==> src/design/ahb_cache_pkg.sv <==
package ahb_cache_pkg;

    // ========================================
    // Geometry
    // ========================================
    localparam int ADDR_W         = 32;
    localparam int DATA_W         = 32;
    localparam int BYTE_OFF_W     = 2;      // Word transfers only.
    localparam int CACHE_BYTES    = 8192;
    localparam int LINE_BITS      = 128;
    localparam int WORDS_PER_LINE = LINE_BITS / DATA_W;
    localparam int NUM_LINES      = CACHE_BYTES * 8 / LINE_BITS;
    localparam int OFFSET_W       = $clog2(WORDS_PER_LINE);
    localparam int INDEX_W        = $clog2(NUM_LINES);
    localparam int TAG_W          = ADDR_W - INDEX_W - OFFSET_W - BYTE_OFF_W;

    typedef logic [ADDR_W-1:0]    addr_t;
    typedef logic [DATA_W-1:0]    word_t;
    typedef logic [TAG_W-1:0]     tag_t;
    typedef logic [INDEX_W-1:0]   index_t;
    typedef logic [OFFSET_W-1:0]  offset_t;
    typedef logic [LINE_BITS-1:0] line_t;

    // ========================================
    // AHB-Lite fields and buses
    // ========================================
    typedef logic [1:0] htrans_t;
    localparam htrans_t HTRANS_IDLE   = 2'b00;
    localparam htrans_t HTRANS_NONSEQ = 2'b10;
    localparam htrans_t HTRANS_SEQ    = 2'b11;

    typedef logic [2:0] hburst_t;
    localparam hburst_t HBURST_SINGLE = 3'b000;
    localparam hburst_t HBURST_INCR4  = 3'b011;

    typedef struct packed {
        addr_t   haddr;
        htrans_t htrans;
        logic    hwrite;
    } up_req_t;

    typedef struct packed {
        word_t hrdata;
        logic  hready;
    } up_rsp_t;

    typedef struct packed {
        addr_t   haddr;
        htrans_t htrans;
        logic    hwrite;
        hburst_t hburst;
        word_t   hwdata;
    } dn_req_t;

    typedef struct packed {
        word_t hrdata;
        logic  hready;
    } dn_rsp_t;

    // Job handed from the front end to the refill engine.
    typedef struct packed {
        addr_t addr;
        logic  is_write;
        word_t wdata;
    } refill_req_t;

    typedef enum logic [1:0] {
        HS_IDLE,
        HS_LOOKUP,
        HS_WAIT_REFILL,
        HS_WAIT_WRITE
    } handler_state_e;

    typedef enum logic [1:0] {
        RS_IDLE,
        RS_ADDR,
        RS_BEATS,
        RS_DONE
    } refill_state_e;

endpackage

==> src/design/line_refill.sv <==
`timescale 1ns/10ps

module line_refill import ahb_cache_pkg::*; (
    input  logic        upstream_intf,
    input  logic        arst_n,
    input  logic        refill_valid,
    output logic        refill_ready,
    input  refill_req_t refill_job,
    output logic        refill_done,
    output dn_req_t     dn_req,
    input  dn_rsp_t     dn_rsp,
    output logic        fill_en,
    output index_t      fill_index,
    output tag_t        fill_tag,
    output line_t       fill_line
);

    refill_state_e     state_q;
    refill_state_e     state_d;
    refill_req_t       job_q;
    logic [OFFSET_W:0] addr_cnt_q;   // Next beat to put on the bus.
    offset_t           data_cnt_q;   // Beat in its data phase.
    line_t             line_q;
    logic              issuing;
    logic              last_beat;

    assign fill_index = job_q.addr[BYTE_OFF_W + OFFSET_W +: INDEX_W];
    assign fill_tag   = job_q.addr[ADDR_W-1 -: TAG_W];

    assign issuing   = (state_q == RS_BEATS) && !job_q.is_write &&
                       (addr_cnt_q < WORDS_PER_LINE);
    assign last_beat = job_q.is_write || (data_cnt_q == offset_t'(WORDS_PER_LINE - 1));

    // Last word comes straight off the bus so the line is written with that beat.
    always_comb begin
        fill_line = line_q;
        fill_line[data_cnt_q*DATA_W +: DATA_W] = dn_rsp.hrdata;
    end

    // ========================================
    // Bus FSM
    // ========================================
    always_comb begin
        state_d       = state_q;
        refill_ready  = 1'b0;
        refill_done   = 1'b0;
        fill_en       = 1'b0;
        dn_req.haddr  = {fill_tag, fill_index, offset_t'(addr_cnt_q), {BYTE_OFF_W{1'b0}}};
        dn_req.htrans = HTRANS_IDLE;
        dn_req.hwrite = 1'b0;
        dn_req.hburst = HBURST_SINGLE;
        dn_req.hwdata = job_q.wdata;
        case (state_q)
            RS_IDLE: begin
                refill_ready = 1'b1;
                if (refill_valid) begin
                    state_d = RS_ADDR;
                end
            end
            RS_ADDR: begin
                dn_req.htrans = HTRANS_NONSEQ;
                dn_req.hwrite = job_q.is_write;
                if (job_q.is_write) begin
                    dn_req.haddr = job_q.addr;
                end else begin
                    dn_req.hburst = HBURST_INCR4;   // Always from word 0.
                end
                if (dn_rsp.hready) begin
                    state_d = RS_BEATS;
                end
            end
            RS_BEATS: begin
                // Next address overlaps the current data phase.
                if (issuing) begin
                    dn_req.htrans = HTRANS_SEQ;
                    dn_req.hburst = HBURST_INCR4;
                end
                if (dn_rsp.hready && last_beat) begin
                    fill_en = !job_q.is_write;
                    state_d = RS_DONE;
                end
            end
            RS_DONE: begin
                refill_done = 1'b1;
                state_d     = RS_IDLE;
            end
            default: state_d = RS_IDLE;
        endcase
    end

    always_ff @(posedge upstream_intf or negedge arst_n) begin
        if (!arst_n) begin
            state_q    <= RS_IDLE;
            addr_cnt_q <= '0;
            data_cnt_q <= '0;
        end else begin
            state_q <= state_d;
            if (state_q == RS_IDLE) begin
                addr_cnt_q <= '0;
                data_cnt_q <= '0;
            end else if (dn_rsp.hready) begin
                if (state_q == RS_ADDR) begin
                    addr_cnt_q <= 1'b1;
                end else if (state_q == RS_BEATS) begin
                    data_cnt_q <= data_cnt_q + 1'b1;
                    if (issuing) begin
                        addr_cnt_q <= addr_cnt_q + 1'b1;
                    end
                end
            end
        end
    end

    // Job and collected beats.
    always_ff @(posedge upstream_intf) begin
        if (refill_valid && refill_ready) begin
            job_q <= refill_job;
        end
        if ((state_q == RS_BEATS) && dn_rsp.hready) begin
            line_q[data_cnt_q*DATA_W +: DATA_W] <= dn_rsp.hrdata;
        end
    end

endmodule

==> config.mk <==
export PLATFORM = sky130hd
export DESIGN_NAME = line_refill
export DESIGN_NICKNAME = d
export VERILOG_FILES = /design/src/design/ahb_cache_pkg.sv /design/src/design/line_refill.sv
export SDC_FILE = /design/constraint.sdc
export NUM_CORES = 1
export LEC_CHECK = 0
export ABC_CLOCK_PERIOD_IN_PS = 6000
export BUFFER_PORTS_ARGS = -buffer_cell sky130_fd_sc_hd__buf_2
export CAP_MARGIN = 10
export CELL_PAD_IN_SITES_DETAIL_PLACEMENT = 1
export CELL_PAD_IN_SITES_GLOBAL_PLACEMENT = 1
export CORE_MARGIN = 5
export CORE_UTILIZATION = 39
export CTS_CLUSTER_SIZE = 8
export DETAILED_ROUTE_END_ITERATION = 10
export GPL_ROUTABILITY_DRIVEN = 0
export PLACE_DENSITY = 0.86
export SYNTH_ARGS = -nofsm -noshare
export SYNTH_HDL_FRONTEND = slang
export SYNTH_SLANG_ARGS = --single-unit
==> constraint.sdc <==
create_clock -name upstream_intf -period 6 [get_ports upstream_intf]
set_input_delay 1.2 -clock upstream_intf [delete_from_list [all_inputs] [get_ports upstream_intf]]
set_output_delay 1.2 -clock upstream_intf [all_outputs]
set_load 0.01 [all_outputs]
Word-level counts from Yosys, hierarchy flattened
Cells that the tools add are included.
{ "word_totals": {"regBits": 200, "input_bits": 101, "output_inout_bits": 229, "word_cells": 62} }
{ "op_classes": {"n_addsub": 3, "magnitude_cmp": 1, "n_eq_ne": 8, "shift": 2, "muxes": 26, "n_reduce_logical": 15} }
{ "ops": {"columns": ["cell", "count"], "rows": [
  ["$bwmux 128", 1],
  ["$shift 32x34->128 const A", 1],
  ["$shiftx 32x34->128", 1],
  ["$neg 7->34", 1],
  ["$mux 2", 10],
  ["$mux 3", 5],
  ["$reduce_and 3->1", 3],
  ["$mux 4", 2],
  ["$pmux 2 s4", 1],
  ["$eq 2x2->1 const B", 3],
  ["$ne 2x2->1 const B", 3],
  ["$pmux 3 s2", 1],
  ["$reduce_bool 3->1", 2],
  ["$logic_and 1x1->1", 5],
  ["$mux 1", 5],
  ["$pmux 2 s2", 1],
  ["$reduce_bool 2->1", 2],
  ["$add 3x1->3 const B", 1],
  ["$lt 3x3->1 const B", 1],
  ["$add 2x1->2 const B", 1],
  ["$eq 2x1->1 const B", 1],
  ["$logic_not 2->1", 1],
  ["$ne 2x1->1 const B", 1],
  ["$logic_not 1->1", 1],
  ["$logic_or 1x1->1", 1]
]} }

Logic depth before layout (Yosys ltp)
{ "logic_depth": {"depth_word": 8, "ltp_mapped": 7, "mapped_depth_nobuf": 5} }

Least setup slack after synthesis
OpenSTA, ideal clock, no wires.
{ "synth_timing": {"path_kind": "input-to-reg", "from": "input refill_valid", "to": "register job_q, in the netlist dn_req[0] (enable)", "setup_time_ns": 0.490, "t_arrival_ns": 3.985, "required_ns": 5.510, "slack_ns": 1.525, "cell_stages": 2, "path_buffers": 0, "path_cell_list": "inv_1 > nor2_1"} }
{ "synth_via": {"elab_chain_cells": 1} }
{ "synth_rtl": {"columns": ["item", "line", "source"], "rows": [
  ["start, declared", "line_refill.sv:6", "input logic refill_valid,"],
  ["$logic_and 1x1->1", "line_refill.sv:116", "if (refill_valid && refill_ready) begin"],
  ["end signal, assigned", "line_refill.sv:117", "job_q <= refill_job;"],
  ["end, declared", "line_refill.sv:20", "refill_req_t job_q;"]
]} }
Every way passes these cells.
A chain may end at the register's enable or synchronous reset.

Worst setup path in the final report
{ "layout_timing": {"from": "register data_cnt_q[0]", "to": "output fill_line[39]"} }
{ "layout_via": {"elab_chain_cells": 3, "word_cells_on_any_way": 4, "classes_between": "1 x add/sub; 2 x shift; 1 x mux"} }
{ "layout_rtl": {"columns": ["item", "line", "source"], "rows": [
  ["start, declared", "line_refill.sv:22", "offset_t data_cnt_q;"],
  ["start signal, assigned", "line_refill.sv:105", "data_cnt_q <= data_cnt_q + 1'b1;"],
  ["$neg 7->34 (*)", "line_refill.sv:37", "fill_line[data_cnt_q*DATA_W +: DATA_W] = dn_rsp.hrdata;"],
  ["$shiftx 32x34->128 or $shift 32x34->128 (tied branches)", "line_refill.sv:37", null],
  ["$bwmux 128 (*)", "line_refill.sv:37", null],
  ["end, declared", "line_refill.sv:15", "output line_t fill_line"]
]} }
Every way passes the cells marked *; elsewhere a longest branch is shown, timed or not.

==> impl_metrics.tcl <==
set metrics [dict create \
    dr_total_vias 5827 \
    antenna_found_initial 0 \
    wirelength_um 25650 \
    yosys.area.top_type "edfxtp_1" \
    path_clk_slew_ns 0.07 \
    hold_violations 0 \
    io_buffers 328 \
    ys_seq_elements 200 \
    antenna_cells 0 \
    core_um2 21760 \
    routedWlPerCell_um 22.94 \
    power.leakage_nw 4.450 \
    die_x_um 158.3 \
    grt_usage_pct 19.84 \
    crit_start "data_cnt_q[0]" \
    slew_viol_final 0 \
    fin_hold_ws_ns 0.4937 \
    cts_sinks 200 \
    instances_no_fill 1118 \
    fin_crit_ns 4.334 \
    synth-main-ff-cell "edfxtp_1" \
    cts_buffers 17 \
    synth_top_area_share_pct 67.59 \
    final_antenna_net_count 0 \
    worstMarginPinSlew_ns 0.8151 \
    synth_area_um2 8574 \
    pwr-share-comb_pct 36.9 \
    final_util_pct 48.28 \
    synth_edf_count 193 \
    min_from "addr_cnt_q[2]" \
    synth_most_common_cell "edfxtp_1" \
    dr.first_iter.drc_count 298 \
    pin_count 330 \
    synthTopCellsByArea "edfxtp_1, a22o_1, buf_4, o21ai_0, dfrtp_1" \
    clockBufferDepth 2 \
    r2r_slack_ns 3.24 \
    grt_max_degree 66 \
    period_share_pct 72.23 \
    cts_tree "yes" \
    fin_skew_ns 0.01390 \
    firstDrtPassIters 5 \
    timing.rr.start "state_q[0]" \
    htreeDepth 4 \
    grt_pass1_wl_um 37640 \
    cp.arrival_ns 3.13 \
    peakVddDrop_uv 235.0 \
    relSlewSlack_pct 45.66 \
    root_buffer "clkbuf_16" \
    insertion_delay_ns 0.44 \
    yosys_warnings 0 \
    critical_path_required_ns 4.80 \
    syn_inst 585 \
    finalSetupTns_ns 0 \
    row_count 54 \
    finalPower_mw 5.129 \
    use_met3_pct 6.061 \
    crit_path_start_kind "flop" \
    drc_errors 0 \
    crit_type "flop to primary output" \
    die_h_um 158.3 \
    grt-busiest-layer "met2" \
    holdBufCountCts 0 \
    finalInstanceArea_um2 10500 \
    setup_violations 0 \
    die_area_um2 25050 \
    ys_seq_area_share_pct 69.63 \
    powerDensity_nw_per_um2 488.3 \
    synthesis.nets 697 \
    cp-end-kind "primary output" \
    rsz0062_at_grt "no" \
    pwr-share-seq_pct 40.9 \
    post_cts_buffers 0 \
    p_sw_share_pct 37.02 \
    worstPathMaxFanout 32 \
    max_freq_mhz 230.8 \
    syn_avg_cell_area_um2 14.66 \
    place_worst_setup_slack_ns 2.139 \
    initial_core_util_pct 39.41 \
    cp_slowest_cell "dfrtp_1" \
    cts_resized 0 \
    final_layout_size_suffix_gt1_share_pct 45.11 \
    viasPerCell 5.212 \
    grtUsageMet2_pct 36.00 \
    async_reset_ff_share_pct 3.500 \
    areaGrowthSynthToFinish_pct 22.50 \
    worst_slack_ns 1.666 \
    status "finished clean" \
    place_hpwl_um 18280 \
    dpl_cell_area_um2 9887 \
    grt_pass1_vias 6252 \
    crit_chain "inv_1, ha_1, buf_4, and4b_1, buf_4, and2b_1, a22o_1, buf_2" \
    pwr-share-clk_pct 22.2 \
    max_stage_delay_ns 0.56 \
    nNetsFinal 937 \
    dp_cells 1085 \
    max_cap_violations 0 \
    synthTopCellsByCount "edfxtp_1, a22o_1, buf_4" \
    path_delay_family "buffers and inverters" \
    p_int_mw 3.230 \
    power.net_switching_mw 1.899 \
    grt_util_met1_pct 22.43 \
    crit_path_frequent_cell "buf_4" \
    hold_class "flop to flop" \
    grt_overflow 0 \
    synth.distinct_cells 42 \
    worst-path-buf-inv 4 \
]
## registers in the layout, indices dropped and copies added, names as in the netlist
register and count:
state_q 2, dn_req 32, fill_index 9, data_cnt_q 2, line_q 128, fill_tag 19, job_q 5, addr_cnt_q 3
## power groups by stage
stage / clock network, mW / logic, mW / registers (mW)
finish: 1.14 / 1.89 / 2.10
global route: 1.22 / 2.06 / 2.13
CTS: 1.17 / 1.91 / 2.10
detailed placement: 0 / 1.89 / 2.13
global placement: 0 / 1.82 / 2.11
floorplan: 0 / 1.15 / 2.11
## worst reg2reg max path, cell delays in order, from the launching register on
cell and delay [ns]:
dfrtp_1 0.50, inv_1 0.19, ha_1 0.31, nand2_1 0.18
inv_4 0.56, buf_4 0.65
## logic make-up after synthesis
| family | after synthesis | share of synthesized area [%] |
|---|---|---|
| AO/OA/AOI/OAI | 144 | 13.00 |
| adder cells (fa/ha/maj) | 11 | 1.605 |
| buffers and inverters | 162 | 11.29 |
| flip-flops | 200 | 69.63 |
| multiplexers | 5 | 0.6274 |
| other | 1 | 0.04373 |
| AND/OR/NAND/NOR | 62 | 3.794 |
## area by class of cell
cell class | instances | area, um^2
tap | 280 | 350.3
timing repair buffer | 339 | 1744
fill | 2307 | 11250
multi-input combinational | 223 | 1682
sequential | 200 | 5971
clock inverter | 14 | 160.2
inverter | 44 | 167.7
clock buffer | 18 | 429.2
## final timing paths
check / endpoint / depth (start not counted)
worst min register to register: addr_cnt_q[2] / 1
worst max register to register: line_q[65] / 5
worst min-delay path: addr_cnt_q[2] / 1
min in group asynchronous: addr_cnt_q[0] / 1
worst max-delay path: fill_line[39] / 8
max in group asynchronous: addr_cnt_q[1] / 1
## metal layers
metal  part of all wire [%]  up-vias
met3                    9.4       27
met4                    1.7        0
met1                     37     2923
li1                       -     2581
met2                     52      296
met5                      0        -
## cell usage in the layout, fill, tap and decap left out, drive strengths merged, types with 3 or more instances in the layout
master	count
clkinv	9
nand2	37
a22o	96
ha	11
clkbuf	18
buf	339
edfxtp	193
o21ai	36
and2b	3
mux2	3
nor2	3
dfrtp	7
inv	49
Note: power is estimated with default switching activity, not from simulation.
