**config.mk**
```make
export PLATFORM = sky130hd
export DESIGN_NAME = transfer_handler
export DESIGN_NICKNAME = d
export VERILOG_FILES = /design/src/design/ahb_cache_pkg.sv /design/src/design/transfer_handler.sv
export SDC_FILE = /design/constraint.sdc
export NUM_CORES = 1
export LEC_CHECK = 0
export BUFFER_PORTS_ARGS = -buffer_cell sky130_fd_sc_hd__buf_4
export CAP_MARGIN = 20
export CELL_PAD_IN_SITES_DETAIL_PLACEMENT = 0
export CELL_PAD_IN_SITES_GLOBAL_PLACEMENT = 1
export CORE_MARGIN = 2
export CORE_UTILIZATION = 30
export CTS_BUF_LIST = sky130_fd_sc_hd__clkbuf_4 sky130_fd_sc_hd__clkbuf_8 sky130_fd_sc_hd__clkbuf_16
export CTS_CLUSTER_DIAMETER = 30
export CTS_CLUSTER_SIZE = 40
export DETAILED_ROUTE_END_ITERATION = 7
export GPL_TIMING_DRIVEN = 0
export PLACE_DENSITY_LB_ADDON = 0.2
export SYNTH_ARGS = -nofsm -noshare
export SYNTH_HDL_FRONTEND = slang
export SYNTH_SLANG_ARGS = --single-unit
```
**constraint.sdc**
```tcl
create_clock -name upstream_intf -period 5.7 [get_ports upstream_intf]
set_input_delay 1.14 -clock upstream_intf [delete_from_list [all_inputs] [get_ports upstream_intf]]
set_output_delay 1.14 -clock upstream_intf [all_outputs]
set_load 0.05 [all_outputs]
```
**src/design/ahb_cache_pkg.sv**
```systemverilog
package ahb_cache_pkg;

    // ========================================
    // Geometry
    // ========================================
    localparam int ADDR_W         = 32;
    localparam int DATA_W         = 32;
    localparam int BYTE_OFF_W     = 2;      // Word transfers only.
    localparam int CACHE_BYTES    = 8192;
    localparam int LINE_BITS      = 128;
    localparam int WORDS_PER_LINE = LINE_BITS / DATA_W;
    localparam int NUM_LINES      = CACHE_BYTES * 8 / LINE_BITS;
    localparam int OFFSET_W       = $clog2(WORDS_PER_LINE);
    localparam int INDEX_W        = $clog2(NUM_LINES);
    localparam int TAG_W          = ADDR_W - INDEX_W - OFFSET_W - BYTE_OFF_W;

    typedef logic [ADDR_W-1:0]    addr_t;
    typedef logic [DATA_W-1:0]    word_t;
    typedef logic [TAG_W-1:0]     tag_t;
    typedef logic [INDEX_W-1:0]   index_t;
    typedef logic [OFFSET_W-1:0]  offset_t;
    typedef logic [LINE_BITS-1:0] line_t;

    // ========================================
    // AHB-Lite fields and buses
    // ========================================
    typedef logic [1:0] htrans_t;
    localparam htrans_t HTRANS_IDLE   = 2'b00;
    localparam htrans_t HTRANS_NONSEQ = 2'b10;
    localparam htrans_t HTRANS_SEQ    = 2'b11;

    typedef logic [2:0] hburst_t;
    localparam hburst_t HBURST_SINGLE = 3'b000;
    localparam hburst_t HBURST_INCR4  = 3'b011;

    typedef struct packed {
        addr_t   haddr;
        htrans_t htrans;
        logic    hwrite;
    } up_req_t;

    typedef struct packed {
        word_t hrdata;
        logic  hready;
    } up_rsp_t;

    typedef struct packed {
        addr_t   haddr;
        htrans_t htrans;
        logic    hwrite;
        hburst_t hburst;
        word_t   hwdata;
    } dn_req_t;

    typedef struct packed {
        word_t hrdata;
        logic  hready;
    } dn_rsp_t;

    // Job handed from the front end to the refill engine.
    typedef struct packed {
        addr_t addr;
        logic  is_write;
        word_t wdata;
    } refill_req_t;

    typedef enum logic [1:0] {
        HS_IDLE,
        HS_LOOKUP,
        HS_WAIT_REFILL,
        HS_WAIT_WRITE
    } handler_state_e;

    typedef enum logic [1:0] {
        RS_IDLE,
        RS_ADDR,
        RS_BEATS,
        RS_DONE
    } refill_state_e;

endpackage

```
**src/design/transfer_handler.sv**
```systemverilog
`timescale 1ns/10ps

module transfer_handler import ahb_cache_pkg::*; (
    input  logic        upstream_intf,
    input  logic        arst_n,
    input  up_req_t     up_req,
    input  word_t       up_hwdata,
    output up_rsp_t     up_rsp,
    output addr_t       lookup_addr,
    input  logic        hit,
    input  word_t       rd_word,
    output logic        wr_en,
    output word_t       wr_word,
    output logic        refill_valid,
    input  logic        refill_ready,
    output refill_req_t refill_job,
    input  logic        refill_done
);

    handler_state_e state_q;
    handler_state_e state_d;
    addr_t          addr_q;
    logic           write_q;
    word_t          wdata_q;
    logic           xfer_req;
    logic           accept;

    // Upstream bursts arrive as plain transfers, so SEQ is taken like NONSEQ.
    assign xfer_req = (up_req.htrans == HTRANS_NONSEQ) || (up_req.htrans == HTRANS_SEQ);
    assign accept   = up_rsp.hready && xfer_req;

    assign lookup_addr = addr_q;
    assign wr_word     = wdata_q;

    // Write data is sampled in the data phase, held stable while HREADY is low.
    assign refill_job.addr     = addr_q;
    assign refill_job.is_write = write_q;
    assign refill_job.wdata    = up_hwdata;

    // ========================================
    // Upstream response
    // ========================================
    always_comb begin
        up_rsp.hrdata = rd_word;
        case (state_q)
            HS_LOOKUP:      up_rsp.hready = !write_q && hit;   // Zero-wait read hit.
            HS_WAIT_REFILL: up_rsp.hready = 1'b0;
            HS_WAIT_WRITE:  up_rsp.hready = refill_done;
            default:        up_rsp.hready = 1'b1;
        endcase
    end

    // ========================================
    // Control FSM
    // ========================================
    always_comb begin
        state_d      = state_q;
        refill_valid = 1'b0;
        wr_en        = 1'b0;
        case (state_q)
            HS_IDLE: begin
                if (accept) begin
                    state_d = HS_LOOKUP;
                end
            end
            HS_LOOKUP: begin
                if (write_q || !hit) begin
                    refill_valid = 1'b1;
                    if (refill_ready) begin
                        state_d = write_q ? HS_WAIT_WRITE : HS_WAIT_REFILL;
                    end
                end else if (!accept) begin
                    state_d = HS_IDLE;   // Hit served, no new transfer behind it.
                end
            end
            HS_WAIT_REFILL: begin
                // Re-lookup the freshly filled line.
                if (refill_done) begin
                    state_d = HS_LOOKUP;
                end
            end
            HS_WAIT_WRITE: begin
                if (refill_done) begin
                    wr_en   = hit;   // Keep a resident copy coherent.
                    state_d = accept ? HS_LOOKUP : HS_IDLE;
                end
            end
            default: state_d = HS_IDLE;
        endcase
    end

    always_ff @(posedge upstream_intf or negedge arst_n) begin
        if (!arst_n) begin
            state_q <= HS_IDLE;
            addr_q  <= '0;
            write_q <= 1'b0;
        end else begin
            state_q <= state_d;
            if (accept) begin
                addr_q  <= up_req.haddr;
                write_q <= up_req.hwrite;
            end
        end
    end

    always_ff @(posedge upstream_intf) begin
        if (refill_valid && refill_ready && write_q) begin
            wdata_q <= up_hwdata;
        end
    end

endmodule

```
**Yosys cells after proc, flatten, opt, wreduce, memory -nomap -nowiden**

Cells that the tools add are included.
Widths: inputs -> output; s select.

- Bits in registers: 67
- Bits in latches: 0
- Bits in writable memories: 0
- ROM bits: 0
- Output and inout bits: 164
- Word-level logic and storage cells: 38
- Memories kept: 0

- Add/subtract/negate cells: 0
- $mul: 0
- Div/mod/pow operators: 0
- Order comparisons: 0
- Equal/unequal tests: 10
- Shift operators: 0
- Mux-type cells: 14
- Bitwise gates (word level): 0
- Reduce and logical (&&, ||, !) cells: 10

Operators with widths:

| operator | count |
|---|---|
| $mux 2 | 6 |
| $eq 2x2->1 const B | 4 |
| $pmux 2 s4 | 1 |
| $mux 1 | 6 |
| $ne 2x2->1 const B | 3 |
| $ne 3x3->1 const B | 2 |
| $reduce_and 5->1 | 1 |
| $logic_and 1x1->1 | 4 |
| $pmux 1 s3 | 1 |
| $eq 2x1->1 const B | 1 |
| $logic_not 1->1 | 2 |
| $logic_not 2->1 | 1 |
| $logic_or 1x1->1 | 2 |

**Depth between registers and ports, before layout**

Gate-level depths: netlist (run 1).

- Word-level depth: 7
- Depth in mapped cells: 4
- Depth with buffers taken out: 3

**Worst setup path after synthesis (run 1)**

Ideal clock, no wire load.

- Kind: input-to-output
- From: input hit
- To: output up_rsp[0] in the netlist's numbering
- Data arrival time: 2.480 ns
- Data required time: 4.560 ns
- Setup slack: 2.080 ns
- Stages on the path: 3
- Cell sequence: nor2b_2 -> nor2_1 -> a21oi_1

RTL lines:

| item | line | source |
|---|---|---|
| from (decl) | transfer_handler.sv:10 | `input logic hit,` |
| to (decl) | transfer_handler.sv:8 | `output up_rsp_t up_rsp,` |

==> impl_results.md, run 1 <==
- Status: finished, final reports clean
- Via count: 2,400
- Area of the core: 10,400 um2
- Cells after DPL: 590
- Fin crit share: 53.3%
- Port Buffer Count: 234
- Sinks on Clock Net: 67
- Pwr dens: 645 nW/um2
- Routed len/inst: 13.5 um
- Net Count, Synth: 324
- CP Data Required Time: 4560 ps
- Worst slew pin tran: 892 ps
- Max VDD drop: 0.000345 V
- Crit path DAT: 1900 ps
- Post-DP HPWL: 6580 um
- Clk_lat worst skew: 340 ps
- Initial Util: 31.2%
- Setup-failing EPs final: 0
- Worst slack, placed: 2680 ps
- Flop2flop setup slack: 3940 ps
- Fillers: 941
- TritonCTS buffer count: 9
- Hold Path Class: flip-flop to flip-flop
- Worst slew margin: 40.4%
- Commonest non-fill, non-tap cells in the layout: 331 x buf_4, 35 x dfrtp_1, 32 x edfxtp_1
- Top cell type by total area after synthesis: edfxtp_1
- Root buf cell: clkbuf_8
- Crit-path max FO: 4
- Minimum clock period: 3040 ps
- Number of hold buffers added after cts: 0
- Die Span Y: 108 um
- Clock Path Buffers: 2
- Clk_skew: 8.44 ps
- Routability cong.: 0.768
- Unique masters post-synth: 19
- Post-DR vias/cell: 3.96
- Seq cells post-synth: 67
- Hold Fails Final Rpt: 0
- RSZ-0062 raised after global routing: no
- Setup ws final: 2660 ps
- TritonCTS clock tree: done
- Residual DRC count: 0
- Mapped cell area: 3250 um2
- Worst-path clk slew: 80 ps
- First-pass GRT wire length: 11,600 um
- Die span in x: 108 um
- Yosys Warn Count: 0
- Final WL: 8210 um
- Fmax: 329 MHz
- Slew Viols, Final: 0
- Post-synth top area share: 29.6%
- GRT overflow: 0
- Die area: 11,700 um2
- Crit path capture type: output pin
- Setup Fix Bufs, Post-CTS: 0
- Antenna viol nets, final: 0
- Leakage: 0.00276 uW
- # IOs: 268
- P&R area growth vs syn: 66.0%
- Crit path kind: primary input to output pin
- Nets@finish: 569
- Cells after synthesis: 220
- Largest net degree at the start of global routing: 36
- Seq/Total Area, Yosys: 56.6%
- Share of layout cells above drive strength 1: 82.6%
- Fin cells: 606
- Site row count: 37
- GRT Resource Usage Total: 13.4%
- # H-tree levels: 3
- Synth area leaders: edfxtp_1 30%, dfrtp_1 27%, buf_4 22%, mux2_4 14%, buf_12 1.9%
- 1st-iter DRT viols: 43
- Initial antenna violation count: 0
- Register area: 1840 um2
- Multi-input logic area: 628 um2
- Post-CTS Resized: 0
- First-pass DRT Iterations: 4
- Mean Syn Cell Area: 14.8 um2
- Number of global-route vias before repair: 2,143
- Commonest non-fill, non-tap cell in the layout: buf_4
- Maxcap violations: 0
- Critical path startpoint category: primary input
- Sum Neg Setup Slack: 0 ps
- Ant. Diodes: 0
==> flip-flops by register name, indices dropped and copies added (netlist names) <==
register,count
write_q,1
state_q,2
wr_word,32
lookup_addr,32
==> metal layers <==
metal  global-route usage, %  routed length, um  vias to the layer above
li1                        -                  -                     1134
met1                    14.2               2810                     1125
met2                    25.2               4580                      128
met3                    2.95                680                       13
met4                    5.95                140                        0
met5                       0                  0                        -
==> Yosys cell counts <==
cell type  number
a211oi_1        1
a21bo_2         1
a21o_1          1
a21oi_1         1
buf_12          3
buf_4          97
dfrtp_1        35
edfxtp_1       32
mux2_2          3
mux2_4         30
nand2_1         4
nand2b_1        2
nand2b_4        1
nor2_1          4
nor2b_1         1
nor2b_2         1
o211ai_4        1
o21ai_0         1
o32ai_1         1
==> metrics by stage <==
step	hold WS (ps)	util, %	power [uW]	area, um2
global placement	525	49.7	3070	5170
global route	564	51.7	3620	5390
CTS	548	51.7	3510	5390
finish	545	51.7	3470	5390
floorplan	559	-	2470	3250
detailed placement	525	49.7	3090	5180
==> cells by family (layout without fill, tap and decap cells) <==
group	after synthesis	after routing	synth area share, %
flip-flops	67	67	56.6
AO/OA/AOI/OAI	7	7	2.00
AND/OR/NAND/NOR	13	13	2.20
buffers and inverters	100	350	24.3
multiplexers	33	33	14.9
==> cell type report <==
| class | count | area share, % |
|---|---|---|
| clock inverters | 7 | 1.53 |
| multi-input cells | 53 | 11.7 |
| flip-flops and latches | 67 | 34.1 |
| well taps | 136 | 3.16 |
| plain buffers | 100 | 14.6 |
| repair buffers | 234 | 32.6 |
| clock buffers | 9 | 2.30 |
==> where the power goes <==
part | leakage, uW | total [uW] | switching (uW) | internal [uW]
Sequential | 0.000703 | 818 | 134 | 685
Combinational | 0.00195 | 2240 | 1410 | 835
Clock | 0.0000988 | 411 | 202 | 210
Total | 0.00276 | 3470 | 1740 | 1730
==> path summary, 6_finish.rpt <==
path,from,endpoint,cells past startpoint
min in group asynchronous,arst_n,lookup_addr[9]$_DFFE_PN0N_,1
hold reg to reg,lookup_addr[3]$_DFFE_PN0N_,lookup_addr[3]$_DFFE_PN0N_,1
hold / removal,lookup_addr[3]$_DFFE_PN0N_,lookup_addr[3]$_DFFE_PN0N_,1
setup reg to reg,state_q[1]$_DFFE_PN0P_,wr_word[8]$_DFFE_PP_,2
setup / recovery,hit,up_rsp[0],5
max in group asynchronous,arst_n,lookup_addr[31]$_DFFE_PN0N_,1
==> critical path, stage by stage <==
cell and delay (ps):
buf_4 120, nor2b_2 170, nor2_1 200, a21oi_1 70, buf_4 200
Note: power is estimated with default switching activity, not from simulation.
==> inputs of run 2 (changes only) <==
--- a/config.mk
+++ b/config.mk
@@ -5,12 +5,13 @@
 export SDC_FILE = /design/constraint.sdc
 export NUM_CORES = 1
 export LEC_CHECK = 0
+export ABC_AREA = 1
 export BUFFER_PORTS_ARGS = -buffer_cell sky130_fd_sc_hd__buf_4
 export CAP_MARGIN = 20
 export CELL_PAD_IN_SITES_DETAIL_PLACEMENT = 0
 export CELL_PAD_IN_SITES_GLOBAL_PLACEMENT = 1
 export CORE_MARGIN = 2
-export CORE_UTILIZATION = 30
+export CORE_UTILIZATION = 25
 export CTS_BUF_LIST = sky130_fd_sc_hd__clkbuf_4 sky130_fd_sc_hd__clkbuf_8 sky130_fd_sc_hd__clkbuf_16
 export CTS_CLUSTER_DIAMETER = 30
 export CTS_CLUSTER_SIZE = 40
==> constraint.sdc (replaced) <==
create_clock -name upstream_intf -period 2.79 [get_ports upstream_intf]
set_input_delay 0.558 -clock upstream_intf [delete_from_list [all_inputs] [get_ports upstream_intf]]
set_output_delay 0.558 -clock upstream_intf [all_outputs]
set_load 0.05 [all_outputs]
==> impl_results.md, run 2 <==
- Crit path capture type: output pin
- Yosys Warn Count: 0 (unchanged)
- Most used DFF post-synth: dfrtp_1
- Sinks on Clock Net: 67 (unchanged)
- P&R area growth vs syn: 69.8%
- RSZ-0062 raised after global routing: no
- Fillers: 1,312 (+39%)
- Hold Fails Final Rpt: 0 (unchanged)
- Hold Path Class: primary input to asynchronous set/reset pin
- Clock Power Share: 18.4% (+6.6 points)
- Number of global-route vias before repair: 2,549 (+19%)
- Sw Pwr: 3450 uW (+98%)
- Post-DP HPWL: 7070 um (+7.4%)
- Post-CTS Resized: 0 (unchanged)
- Design internal power: 3600 uW (+110%)
- Fin cells: 730 (+20%)
- Net Count, Synth: 407 (+26%)
- 1st-iter DRT viols: 69 (+60%)
- Number of hold buffers added after cts: 0 (unchanged)
- Cells after DPL: 714 (+21%)
- First-pass DRT Iterations: 4 (unchanged)
- Commonest non-fill, non-tap cells in the layout: 331 x buf_4, 40 x inv_1, 35 x dfrtp_1
- Antenna viol nets, final: 0 (unchanged)
- GRT Resource Usage Total: 12.2% (-1.2 points)
- Clk_skew: 4.74 ps (-3.70 ps)
- # H-tree levels: 3 (unchanged)
- Status: finished, final reports clean
- Fin crit share: 74.2%
- Top cell type by total area after synthesis: edfxtp_1
- Synth area leaders: edfxtp_1 29%, dfrtp_1 26%, buf_4 22%, o21ai_2 7.8%, inv_1 4.5%
- Comb power frac: 58.8% (-5.8 points)
- Area of the core: 13,200 um2 (+27%)
- Nets@finish: 653 (+15%)
- Share of layout cells above drive strength 1: 73.5% (-9.1 points)
- Residual DRC count: 0 (unchanged)
- Largest net degree at the start of global routing: 36 (unchanged)
- Die Span Y: 120 um (+11%)
- Post-synth top cells: 97 x buf_4, 40 x inv_1, 35 x dfrtp_1, 32 x edfxtp_1, 30 x o21ai_2
- Mapped cell area: 3360 um2 (+3.4%)
- Leakage: 0.00298 uW (+8.3%)
- Ant. Diodes: 0 (unchanged)
- Commonest non-fill, non-tap cell in the layout: buf_4
- Minimum clock period: 2070 ps
- Worst slew pin tran: 636 ps (-256 ps)
- Port Buffer Count: 234 (unchanged)
- Initial antenna violation count: 0 (unchanged)
- Setup Fix Bufs, Post-CTS: 0 (unchanged)
- Fmax: 483 MHz
- Cells after synthesis: 303 (+38%)
- Routed len/inst: 12.2 um (-9.7%)
- # IOs: 268 (unchanged)
- Worst slew margin: 57.5% (+17 points)
- Max VDD drop: 0.000458 V (+33%)
- Worst-path clk slew: 60 ps (-20 ps)
- Setup-failing EPs final: 0 (unchanged)
- Crit-path max FO: 5 (+1)
- TritonCTS buffer count: 9 (unchanged)
- GRT overflow: 0 (unchanged)
- Final instance area: 5700 um2 (+5.8%)
- Crit path kind: flip-flop to output pin
- Slew Viols, Final: 0 (unchanged)
- Die area: 14,400 um2 (+23%)
- Maxcap violations: 0 (unchanged)
- Critical path startpoint category: flip-flop
- Count leader, synth: buf_4
- Die span in x: 120 um (+11%)
- Seq cells post-synth: 67 (unchanged)
- Clk_lat worst skew: 330 ps (about the same)
- Via count: 2,719 (+13%)
- Post-synth EDFFs: 32 (unchanged)
- Post-DR vias/cell: 3.72 (-6.0%)
- Routability cong.: 0.726 (-5.5%)
- Unique masters post-synth: 19 (unchanged)
- Crit path DAT: 1510 ps (-390 ps)
- Clock Path Buffers: 2 (unchanged)
- Site row count: 42 (+14%)
- Initial Util: 25.5% (-5.7 points)
- Mean Syn Cell Area: 11.1 um2 (-25%)
- Switching part of the total: 48.9% (-1.3 points)
- Util after Layout: 43.2% (-8.5 points)
- Placed Area: 5360 um2 (+3.5%)
- Final WL: 8930 um (+8.7%)
- Post-synth top area share: 28.6% (-0.98 points)
- First-pass GRT wire length: 13,300 um (+15%)
- TritonCTS clock tree: done
- Root buf cell: clkbuf_16
- Pwr dens: 1240 nW/um2 (+92%)
- Async SR Flop Fraction: 52.2% (unchanged)
- CP Data Required Time: 2230 ps (-2330 ps)
- Seq/Total Area, Yosys: 54.7% (-1.9 points)
- Sequential power share: 22.8% (-0.8 points)
run 2: changes by cell type after synthesis, sizes merged, moves of 2 or more:
cell / change
inv: +42
nand2: +39
o21ai: +34
mux2: -33
buf: +4
nand2b: -3
nand3: +3
nor2b: -2
nor3: +2
run 2: final timing paths:
path                                             start                          end  slack (ps)  cells past startpoint
setup / recovery                   write_q$_DFFE_PN0N_                    up_rsp[0]         720                      6
hold / removal                                  arst_n  lookup_addr[18]$_DFFE_PN0N_         190                      1
setup reg to reg                state_q[1]$_DFFE_PN0P_         wr_word[2]$_DFFE_PP_         940                      4
hold reg to reg             lookup_addr[7]$_DFFE_PN0N_   lookup_addr[7]$_DFFE_PN0N_         510                      2
max in group asynchronous                       arst_n   lookup_addr[3]$_DFFE_PN0N_        2260                      1
min in group upstream_intf               up_hwdata[30]        wr_word[30]$_DFFE_PP_         410                      1
run 2: critical path: stages, from the launching register on:
cell     delay, ps
dfrtp_1        420
inv_1          130
nand2_1         90
nand2_2        140
inv_1           70
a21oi_1        120
buf_4          210
run 2: stage by stage:
| step | hold slack [ps] | setup slack, ps | setup TNS (ps) | total power, uW |
|---|---|---|---|---|
| floorplan | 262 | 388 | 0 | 4620 |
| global placement | 501 | -342 | -10850 | 5780 |
| detailed placement | 501 | 758 | 0 | 5820 |
| CTS | 196 | 684 | 0 | 7150 |
| global route | 234 | 642 | 0 | 7360 |
| finish | 191 | 720 | 0 | 7050 |
run 2: cells by family after synthesis:
kind of cell           Yosys count  share of synthesized area, %
buffers and inverters          146                          28.6
AOI/OAI and AO/OA               38                          9.28
and+or+nand+nor                 52                          7.42
DFF                             67                          54.7
run 2: power groups by stage:
stage | Sequential (uW) | Clock, uW | Combinational [uW]
floorplan | 2500 | 0 | 2120
global placement | 1620 | 0 | 4160
detailed placement | 1630 | 0 | 4190
CTS | 1610 | 1340 | 4190
global route | 1650 | 1370 | 4330
finish | 1600 | 1300 | 4140
run 2: cell type report:
class                           count  area, um2  area share (%)
Multi-Input combinational cell     90        572            10.0
Sequential cell                    67       1840            32.2
Inverter                           42        158            2.77
Clock buffer                        9        225            3.95
Buffer                            104        802            14.1
Tap cell                          176        220            3.86
Clock inverter                      7        115            2.02
Timing Repair Buffer              235       1770            31.1
run 2: routing by layer:
| layer | up-vias | global-route usage, % | share of wire (%) |
|---|---|---|---|
| met5 | - | 0 | 0 |
| met4 | 0 | 5.29 | 1.8 |
| met3 | 9 | 3.47 | 9.9 |
| met2 | 166 | 20.9 | 50 |
| met1 | 1203 | 14.2 | 38 |
| li1 | 1341 | - | - |
